## src/design/axi_wr_pkg.sv

```systemverilog
// Widths and burst limits for a 32-bit AXI4 write master
// Transfer size is capped at 64 KB by size_w

package axi_wr_pkg;

  //////////////////////////////////////////////////
  // Bus and command widths
  //////////////////////////////////////////////////
  localparam int addr_w     = 32;
  localparam int data_w     = 32;
  localparam int strb_w     = data_w / 8;
  localparam int size_w     = 16;
  localparam int byte_idx_w = $clog2(strb_w);

  //////////////////////////////////////////////////
  // Burst limits
  //////////////////////////////////////////////////
  // AXI caps a burst at 256 beats and at 4 KB, whichever comes first
  localparam int max_burst_beats = (256 < 4096 / strb_w) ? 256 : 4096 / strb_w;
  localparam int beat_idx_w      = $clog2(max_burst_beats);
  // Also the start address alignment
  localparam int burst_bytes     = max_burst_beats * strb_w;
  // Beats minus one, then split into burst count and last length
  localparam int total_len_w     = size_w - byte_idx_w;
  localparam int burst_cnt_w     = total_len_w - beat_idx_w;
  localparam int max_outstanding = 32;
  localparam int vacancy_w       = $clog2(max_outstanding + 1);
  localparam int fifo_depth      = 32;
  localparam int fifo_ptr_w      = $clog2(fifo_depth);

  typedef logic [addr_w-1:0]      addr_t;
  typedef logic [data_w-1:0]      data_t;
  typedef logic [strb_w-1:0]      strb_t;
  typedef logic [beat_idx_w-1:0]  beat_cnt_t;
  typedef logic [burst_cnt_w-1:0] burst_cnt_t;
  typedef logic [vacancy_w-1:0]   vacancy_t;

endpackage

```

## src/design/xfer_counter.sv

```systemverilog
// Load wins over incr/decr, simultaneous incr and decr hold the count
// Decrement from zero wraps to all ones

module xfer_counter #(
  parameter type    count_t    = logic [7:0],
  parameter count_t init_value = '0
) (
  input  logic   aclk,
  input  logic   areset,
  input  logic   load,
  input  logic   incr,
  input  logic   decr,
  input  count_t load_value,
  output count_t count,
  output logic   is_zero
);

  always_ff @(posedge aclk) begin
    if (areset) begin
      count <= init_value;
    end else if (load) begin
      count <= load_value;
    end else if (incr && !decr) begin
      count <= count + count_t'(1);
    end else if (decr && !incr) begin
      count <= count - count_t'(1);
    end
  end

  // Flag from the registered value
  assign is_zero = (count == '0);

endmodule

```

## src/design/wdata_fifo.sv

```systemverilog
// First-word-fall-through FIFO, depth must be a power of two
// Push while full and pop while empty are dropped

module wdata_fifo (
  input  logic              aclk,
  input  logic              areset,
  input  logic              push,
  input  axi_wr_pkg::data_t push_data,
  output logic              full,
  input  logic              pop,
  output axi_wr_pkg::data_t pop_data,
  output logic              pop_valid
);

  import axi_wr_pkg::*;

  data_t                 mem [fifo_depth];
  logic [fifo_ptr_w-1:0] wr_ptr;
  logic [fifo_ptr_w-1:0] rd_ptr;
  logic [fifo_ptr_w:0]   count;
  logic                  do_push;
  logic                  do_pop;

  assign full      = (count == fifo_depth);
  assign pop_valid = (count != '0);
  assign do_push   = push && !full;
  assign do_pop    = pop && pop_valid;

  // Head word is visible without a read strobe
  assign pop_data = mem[rd_ptr];

  always_ff @(posedge aclk) begin
    if (do_push) begin
      mem[wr_ptr] <= push_data;
    end
  end

  // Pointers wrap on their own width
  always_ff @(posedge aclk) begin
    if (areset) begin
      wr_ptr <= '0;
      rd_ptr <= '0;
      count  <= '0;
    end else begin
      if (do_push) begin
        wr_ptr <= wr_ptr + 1'b1;
      end
      if (do_pop) begin
        rd_ptr <= rd_ptr + 1'b1;
      end
      // occupancy, unchanged when both happen
      if (do_push && !do_pop) begin
        count <= count + 1'b1;
      end else if (do_pop && !do_push) begin
        count <= count - 1'b1;
      end
    end
  end

endmodule

```

## src/design/wr_cmd_regs.sv

```systemverilog
// ctrl_start must wait for ctrl_done of the previous transfer; a size of zero is not supported
// Address is rounded down to a 1 KB burst boundary

module wr_cmd_regs (
  input  logic                           aclk,
  input  logic                           areset,
  input  logic                           ctrl_start,
  input  axi_wr_pkg::addr_t              ctrl_addr_offset,
  input  logic [axi_wr_pkg::size_w-1:0]  ctrl_xfer_size_in_bytes,
  output logic                           start,
  output axi_wr_pkg::addr_t              base_addr,
  output axi_wr_pkg::burst_cnt_t         num_bursts,
  output axi_wr_pkg::beat_cnt_t          last_len,
  output logic                           single_burst,
  output axi_wr_pkg::strb_t              final_strb
);

  import axi_wr_pkg::*;

  logic                   start_d1;
  logic [byte_idx_w-1:0]  byte_rem;
  logic [total_len_w-1:0] total_len_r;

  // Bytes in the final beat, zero means a full beat
  assign byte_rem = ctrl_xfer_size_in_bytes[byte_idx_w-1:0];

  // Two-stage start delay gives the derived fields time to settle
  always_ff @(posedge aclk) begin
    if (areset) begin
      start_d1 <= 1'b0;
      start    <= 1'b0;
    end else begin
      start_d1 <= ctrl_start;
      start    <= start_d1;
    end
  end

  always_ff @(posedge aclk) begin
    if (ctrl_start) begin
      // Beats minus one, rounded up to whole beats
      total_len_r <= (byte_rem != '0)
                     ? ctrl_xfer_size_in_bytes[byte_idx_w +: total_len_w]
                     : ctrl_xfer_size_in_bytes[byte_idx_w +: total_len_w] - 1'b1;
      base_addr   <= ctrl_addr_offset & ~addr_t'(burst_bytes - 1);
      // Low bytes only on a partial last beat
      final_strb  <= (byte_rem == '0) ? '1 : strb_t'((1 << byte_rem) - 1);
    end
  end

  // Upper bits count full bursts after the first
  assign num_bursts   = total_len_r[beat_idx_w +: burst_cnt_w];
  // Lower bits are the awlen of the last burst
  assign last_len     = total_len_r[beat_idx_w-1:0];
  assign single_burst = (num_bursts == '0);

endmodule

```

## src/design/w_channel.sv

```systemverilog
// W beats flow only while running, i.e. between start and the final beat
// Every strobe is full except on the final beat of the transfer

module w_channel (
  input  logic                   aclk,
  input  logic                   areset,
  input  logic                   start,
  input  axi_wr_pkg::burst_cnt_t num_bursts,
  input  axi_wr_pkg::beat_cnt_t  last_len,
  input  logic                   single_burst,
  input  axi_wr_pkg::strb_t      final_strb,
  input  logic                   fifo_valid,
  input  axi_wr_pkg::data_t      fifo_data,
  output logic                   fifo_pop,
  output logic                   m_axi_wvalid,
  input  logic                   m_axi_wready,
  output axi_wr_pkg::data_t      m_axi_wdata,
  output axi_wr_pkg::strb_t      m_axi_wstrb,
  output logic                   m_axi_wlast,
  output logic                   first_beat_pulse
);

  import axi_wr_pkg::*;

  logic       running;
  logic       wxfer;
  logic       final_burst;
  logic       final_xfer;
  logic       load_beats;
  logic       wfirst;
  logic       wfirst_d1;
  burst_cnt_t bursts_to_go;

  //////////////////////////////////////////////////
  // Data path gated by running
  //////////////////////////////////////////////////
  assign m_axi_wvalid = fifo_valid && running;
  assign m_axi_wdata  = fifo_data;
  assign fifo_pop     = m_axi_wready && running;
  assign wxfer        = m_axi_wvalid && m_axi_wready;
  assign final_xfer   = wxfer && m_axi_wlast && final_burst;
  assign m_axi_wstrb  = (m_axi_wlast && final_burst) ? final_strb : '1;

  always_ff @(posedge aclk) begin
    if (areset) begin
      running <= 1'b0;
    end else if (start) begin
      running <= 1'b1;
    end else if (final_xfer) begin
      running <= 1'b0;
    end
  end

  //////////////////////////////////////////////////
  // Beat and burst counters
  //////////////////////////////////////////////////
  // Short burst is loaded as the second-to-last burst closes
  assign load_beats = (wxfer && m_axi_wlast && (bursts_to_go == burst_cnt_t'(1)))
                   || (start && single_burst);

  // Full bursts wrap from zero back to 255
  xfer_counter #(.count_t(beat_cnt_t), .init_value('1)) i_beat_cnt (
    .aclk, .areset, .load(load_beats), .incr(1'b0), .decr(wxfer),
    .load_value(last_len), .count(), .is_zero(m_axi_wlast)
  );

  xfer_counter #(.count_t(burst_cnt_t), .init_value('0)) i_burst_cnt (
    .aclk, .areset, .load(start), .incr(1'b0), .decr(wxfer && m_axi_wlast),
    .load_value(num_bursts), .count(bursts_to_go), .is_zero(final_burst)
  );

  // First-beat flag, one pulse per burst when its first beat shows on W
  always_ff @(posedge aclk) begin
    if (areset) begin
      wfirst           <= 1'b1;
      wfirst_d1        <= 1'b0;
      first_beat_pulse <= 1'b0;
    end else begin
      if (wxfer) begin
        wfirst <= m_axi_wlast;
      end
      wfirst_d1        <= m_axi_wvalid && wfirst;
      first_beat_pulse <= m_axi_wvalid && wfirst && !wfirst_d1;
    end
  end

endmodule

```

## src/design/aw_channel.sv

```systemverilog
// An address goes out only after its burst's first W beat was seen
// Bursts advance by 1 KB from the aligned base address

module aw_channel (
  input  logic                   aclk,
  input  logic                   areset,
  input  logic                   start,
  input  axi_wr_pkg::addr_t      base_addr,
  input  axi_wr_pkg::burst_cnt_t num_bursts,
  input  axi_wr_pkg::beat_cnt_t  last_len,
  input  logic                   single_burst,
  input  logic                   first_beat_pulse,
  input  logic                   stall_aw,
  output logic                   m_axi_awvalid,
  input  logic                   m_axi_awready,
  output axi_wr_pkg::addr_t      m_axi_awaddr,
  output axi_wr_pkg::beat_cnt_t  m_axi_awlen,
  output logic                   aw_xfer
);

  import axi_wr_pkg::*;

  logic idle_aw;
  logic final_aw;

  assign aw_xfer = m_axi_awvalid && m_axi_awready;

  // Bursts with data on the way but no address yet
  xfer_counter #(.count_t(beat_cnt_t), .init_value('0)) i_pending_cnt (
    .aclk, .areset, .load(1'b0), .incr(first_beat_pulse), .decr(aw_xfer),
    .load_value('0), .count(), .is_zero(idle_aw)
  );

  // Address bursts left, zero on the final one
  xfer_counter #(.count_t(burst_cnt_t), .init_value('0)) i_aw_burst_cnt (
    .aclk, .areset, .load(start), .incr(1'b0), .decr(aw_xfer),
    .load_value(num_bursts), .count(), .is_zero(final_aw)
  );

  //////////////////////////////////////////////////
  // Valid, address and length
  //////////////////////////////////////////////////
  // Raise from idle only, then hold until accepted
  always_ff @(posedge aclk) begin
    if (areset) begin
      m_axi_awvalid <= 1'b0;
    end else if (!m_axi_awvalid) begin
      m_axi_awvalid <= !idle_aw && !stall_aw;
    end else if (m_axi_awready) begin
      m_axi_awvalid <= 1'b0;
    end
  end

  always_ff @(posedge aclk) begin
    if (start) begin
      m_axi_awaddr <= base_addr;
    end else if (aw_xfer) begin
      m_axi_awaddr <= m_axi_awaddr + addr_t'(burst_bytes);
    end
  end

  // Short length only on the last burst
  assign m_axi_awlen = (final_aw || (start && single_burst))
                       ? last_len : beat_cnt_t'(max_burst_beats - 1);

endmodule

```

## src/design/b_channel.sv

```systemverilog
// bready is tied high at the top, so every bvalid is a response
// At most max_outstanding addresses wait for a response

module b_channel (
  input  logic                   aclk,
  input  logic                   areset,
  input  logic                   start,
  input  axi_wr_pkg::burst_cnt_t num_bursts,
  input  logic                   aw_xfer,
  input  logic                   m_axi_bvalid,
  output logic                   stall_aw,
  output logic                   ctrl_done
);

  import axi_wr_pkg::*;

  logic final_b;

  // Responses left in this transfer
  xfer_counter #(.count_t(burst_cnt_t), .init_value('0)) i_b_burst_cnt (
    .aclk, .areset, .load(start), .incr(1'b0), .decr(m_axi_bvalid),
    .load_value(num_bursts), .count(), .is_zero(final_b)
  );

  // Free outstanding slots, empty means stall
  xfer_counter #(.count_t(vacancy_t), .init_value(vacancy_t'(max_outstanding))) i_vacancy (
    .aclk, .areset, .load(1'b0), .incr(m_axi_bvalid), .decr(aw_xfer),
    .load_value('0), .count(), .is_zero(stall_aw)
  );

  always_ff @(posedge aclk) begin
    if (areset) begin
      ctrl_done <= 1'b0;
    end else begin
      ctrl_done <= m_axi_bvalid && final_b;
    end
  end

endmodule

```

## src/design/axi_write_master.sv

```systemverilog
// Stream-to-memory AXI4 write master, single clock domain
// Start one transfer at a time and wait for ctrl_done before the next

module axi_write_master (
  input  logic                           aclk,
  input  logic                           areset,
  input  logic                           ctrl_start,
  input  axi_wr_pkg::addr_t              ctrl_addr_offset,
  input  logic [axi_wr_pkg::size_w-1:0]  ctrl_xfer_size_in_bytes,
  output logic                           ctrl_done,
  input  logic                           s_axis_tvalid,
  output logic                           s_axis_tready,
  input  axi_wr_pkg::data_t              s_axis_tdata,
  output logic                           m_axi_awvalid,
  input  logic                           m_axi_awready,
  output axi_wr_pkg::addr_t              m_axi_awaddr,
  output axi_wr_pkg::beat_cnt_t          m_axi_awlen,
  output logic                           m_axi_wvalid,
  input  logic                           m_axi_wready,
  output axi_wr_pkg::data_t              m_axi_wdata,
  output axi_wr_pkg::strb_t              m_axi_wstrb,
  output logic                           m_axi_wlast,
  input  logic                           m_axi_bvalid,
  output logic                           m_axi_bready
);

  import axi_wr_pkg::*;

  logic       start;
  addr_t      base_addr;
  burst_cnt_t num_bursts;
  beat_cnt_t  last_len;
  logic       single_burst;
  strb_t      final_strb;
  logic       fifo_full;
  logic       fifo_valid;
  data_t      fifo_data;
  logic       fifo_pop;
  logic       first_beat_pulse;
  logic       aw_xfer;
  logic       stall_aw;

  // Responses are always taken, stream is held off only by a full FIFO
  assign m_axi_bready  = 1'b1;
  assign s_axis_tready = !fifo_full;

  wr_cmd_regs i_cmd (.*, .start(start));

  wdata_fifo i_fifo (
    .aclk, .areset, .push(s_axis_tvalid), .push_data(s_axis_tdata), .full(fifo_full),
    .pop(fifo_pop), .pop_data(fifo_data), .pop_valid(fifo_valid)
  );

  w_channel i_w (.*);

  aw_channel i_aw (.*);

  b_channel i_b (.*);

endmodule

```

## config.mk

```make
export PLATFORM = sky130hd
export DESIGN_NAME = axi_write_master
export DESIGN_NICKNAME = d
export VERILOG_FILES = /design/src/design/axi_wr_pkg.sv /design/src/design/xfer_counter.sv /design/src/design/wdata_fifo.sv /design/src/design/wr_cmd_regs.sv /design/src/design/w_channel.sv /design/src/design/aw_channel.sv /design/src/design/b_channel.sv /design/src/design/axi_write_master.sv
export SDC_FILE = /design/constraint.sdc
export NUM_CORES = 1
export LEC_CHECK = 0
export BUFFER_PORTS_ARGS = -buffer_cell sky130_fd_sc_hd__clkbuf_2
export CORE_UTILIZATION = 50
export CTS_CLUSTER_SIZE = 24
export DETAILED_ROUTE_END_ITERATION = 10
export PLACE_DENSITY_LB_ADDON = 0.12
export SLEW_MARGIN = 20
export SYNTH_ARGS = -nofsm -noshare
export SYNTH_HDL_FRONTEND = slang
export SYNTH_SLANG_ARGS = --single-unit
```

## constraint.sdc

```tcl
create_clock -name aclk -period 7.2 [get_ports aclk]
set_input_delay 1.08 -clock aclk [delete_from_list [all_inputs] [get_ports aclk]]
set_output_delay 1.08 -clock aclk [all_outputs]
set_load 0.02 [all_outputs]
```

==> impl_metrics.tcl <==
set metrics [dict create \
    status "completed" \
    wl_per_cell_um 28.2 \
    area_growth_pct 13.5 \
    period_share_pct 70.0 \
    met3_usage_pct 3.19 \
    cp-start-kind "register" \
    synthArstFlopShare_pct 0 \
    maxClockFrequency_ghz 0.198 \
    drive_gt1_share_pct 30.8 \
    gp_congestion 0.752 \
    clockRootBuffer "clkbuf_16" \
    syn-mean-instance-area_um2 21.2 \
    path_class "reg -> out" \
    die-area_um2 91900 \
    initial_utilization_pct 50.4 \
    ys_seq_area_share_pct 75.0 \
    cap_violations 0 \
    fin_cells 3619 \
    numCtsBuffers 118 \
    met2_usage_pct 38.8 \
    nNetsFinal 2465 \
    power_leakage_nw 16.1 \
    port_buffers 147 \
    cts_hold_buf 0 \
    clkSinkCount 1155 \
    drc_errors 0 \
    core-area_um2 89900 \
    peakVddDrop_mv 0.212 \
    chipWidth_um 303 \
    ctsResizeCount 0 \
    layout_common_cells "1086 x edfxtp_1, 320 x mux4_2, 147 x clkbuf_2" \
    ios 169 \
    num_rows 110 \
    hpwl_um 53400 \
    cp.required_ns 6.12 \
    finalPower_mw 14.9 \
    synth-edff-count 1086 \
    synth-seq-cells 1155 \
    r2r_cells 5 \
    grt_pass1_wl_um 148000 \
    drt_wl_total_um 102000 \
    drt-vias-per-instance 5.97 \
    clk_pin_slew_ns 0.06 \
    worstPathArrival_ns 3.96 \
    grt_max_degree 138 \
    grt_remaining_overflow 0 \
    diodes 0 \
    vias 21605 \
    hp-class "reg -> reg" \
    grt_pass1_vias 22584 \
    synth-main-ff-cell "edfxtp_1" \
    ant_nets 0 \
    tightest_slew_ns 1.05 \
    setup-violations-final 0 \
    place_ws_ns 2.73 \
    grt_busiest_layer "met2" \
    end_kind "output pin" \
    cts_tree "done" \
    worstHoldPathCells 1 \
    drt_iter0_drc 1859 \
    synth_warnings 0 \
    period_minus_slack_ns 5.04 \
    final_util_pct 57.2 \
    synth_cells 2134 \
    clock_latency_ns 0.70 \
    max_slew_margin_pct 30.0 \
    power.density_nw_per_um2 290 \
    hold_viol 0 \
    rsz0062_at_grt "no" \
    grtUsageTotal_pct 22.6 \
    clockBufferDepth 3 \
    finalWorstSetupSlack_ns 2.16 \
    globalRouteMet1Util_pct 30.9 \
    fp.dieH_um 303 \
    synth_cell_types 58 \
    post-cts-setup-buffers 0 \
    dp_cells 3402 \
    cts_max_level 3 \
    drtPass1Iterations 5 \
    antenna_found_initial 0 \
    netlist_area_um2 45300 \
    final_common_cell "edfxtp_1" \
    finalClockSkew_ns 0.0193 \
    fin_tns_setup_ns 0 \
    crit_fanout 43 \
    finalMaxSlewViolations 0 \
]
==> stage by stage <==
step	instance area, µm²	hold slack, ns
2_1_floorplan	45400	0.367
3_3_place_gp	47700	0.378
3_5_place_dp	47700	0.375
4_1_cts	51400	0.383
5_1_grt	51400	0.424
6_report	51400	0.380
==> final timing paths <==
check             startpoint                   end  slack (ns)
max reg2reg  i_fifo.count[0]     i_fifo.mem[3][30]        3.53
max                 register       m_axi_wdata[25]        2.16
min            i_w.wfirst_d1  i_w.first_beat_pulse        0.38
min reg2reg    i_w.wfirst_d1  i_w.first_beat_pulse        0.38
==> Yosys cell counts, types with 8 or more instances <==
| cell | instances | area, µm² |
|---|---|---|
| a21oi_1 | 30 | 150 |
| nor2_1 | 98 | 368 |
| buf_4 | 16 | 120 |
| inv_1 | 22 | 82.6 |
| o211ai_1 | 8 | 60.1 |
| clkbuf_1 | 55 | 206 |
| nand4_1 | 9 | 56.3 |
| ha_1 | 29 | 363 |
| mux4_2 | 320 | 7210 |
| o21ai_0 | 30 | 150 |
| buf_1 | 12 | 45.0 |
| nor4_1 | 11 | 68.8 |
| dfxtp_1 | 69 | 1380 |
| mux2_2 | 34 | 383 |
| nand3_1 | 15 | 75.1 |
| nand2_1 | 69 | 259 |
| nor3_1 | 10 | 50.1 |
| xor2_1 | 40 | 350 |
| nand2b_1 | 12 | 75.1 |
| xnor2_1 | 37 | 324 |
| buf_2 | 24 | 120 |
| mux2i_1 | 10 | 100 |
| edfxtp_1 | 1086 | 32600 |
==> metal layers <==
metal / share of wire [%] / wire length (µm)
met1: 41 / 41700
met2: 52 / 52600
met3: 5.6 / 5710
met4: 2.0 / 2030
met5: 0 / 0
==> sequential cells by signal, summed over array words and instances, names as in the netlist, named ones only <==
name	cells
i_aw.m_axi_awvalid	1
i_cmd.final_strb	4
i_aw.i_aw_burst_cnt.count	6
i_fifo.rd_ptr	5
i_fifo.mem	1024
i_w.wfirst	1
i_aw.m_axi_awaddr	22
i_b.i_b_burst_cnt.count	6
i_cmd.start_d1	1
i_b.i_vacancy.count	6
i_cmd.base_addr	22
i_w.i_burst_cnt.count	6
i_fifo.wr_ptr	5
i_aw.i_pending_cnt.count	8
i_fifo.count	6
i_w.running	1
i_cmd.start	1
i_w.wfirst_d1	1
i_w.first_beat_pulse	1
i_w.i_beat_cnt.count	8
i_cmd.total_len_r	14
i_b.ctrl_done	1
==> layout make-up <==
type | instances | area (µm²)
clock buffer | 138 | 3060
clock inverter | 79 | 668
fill | 6614 | 38400
inverter | 22 | 82.6
multi-input combinational | 857 | 11000
sequential | 1155 | 34000
tap | 1176 | 1470
timing repair buffer | 192 | 1140
==> kinds of logic (layout without fill, tap and decap cells) <==
logic type               Yosys count  in the layout  synth area share, %
flip-flops                      1155           1155                 75.0
multiplexers                     364            364                 17.0
AND/OR/NAND/NOR                  270            270                 2.88
buffers and inverters            132            431                 1.34
AO/OA/AOI/OAI                    102            102                 1.40
XOR/XNOR                          77             77                 1.49
adder cells (fa/ha/maj)           32             32                0.933
other                              2             12               0.0166
==> critical path, stage by stage, from the launching register on <==
cell and delay (ns):
dfxtp_4 0.97, buf_4 0.65, mux4_2 0.58, mux4_2 0.52, mux2_2 0.33, clkbuf_2 0.17
==> power breakdown <==
group	total [mW]	switching (mW)	internal, mW
clock	5.89	2.51	3.38
combinational	1.34	0.772	0.566
sequential	7.66	0.117	7.55
No activity file was read; power rests on OpenSTA's default activity.
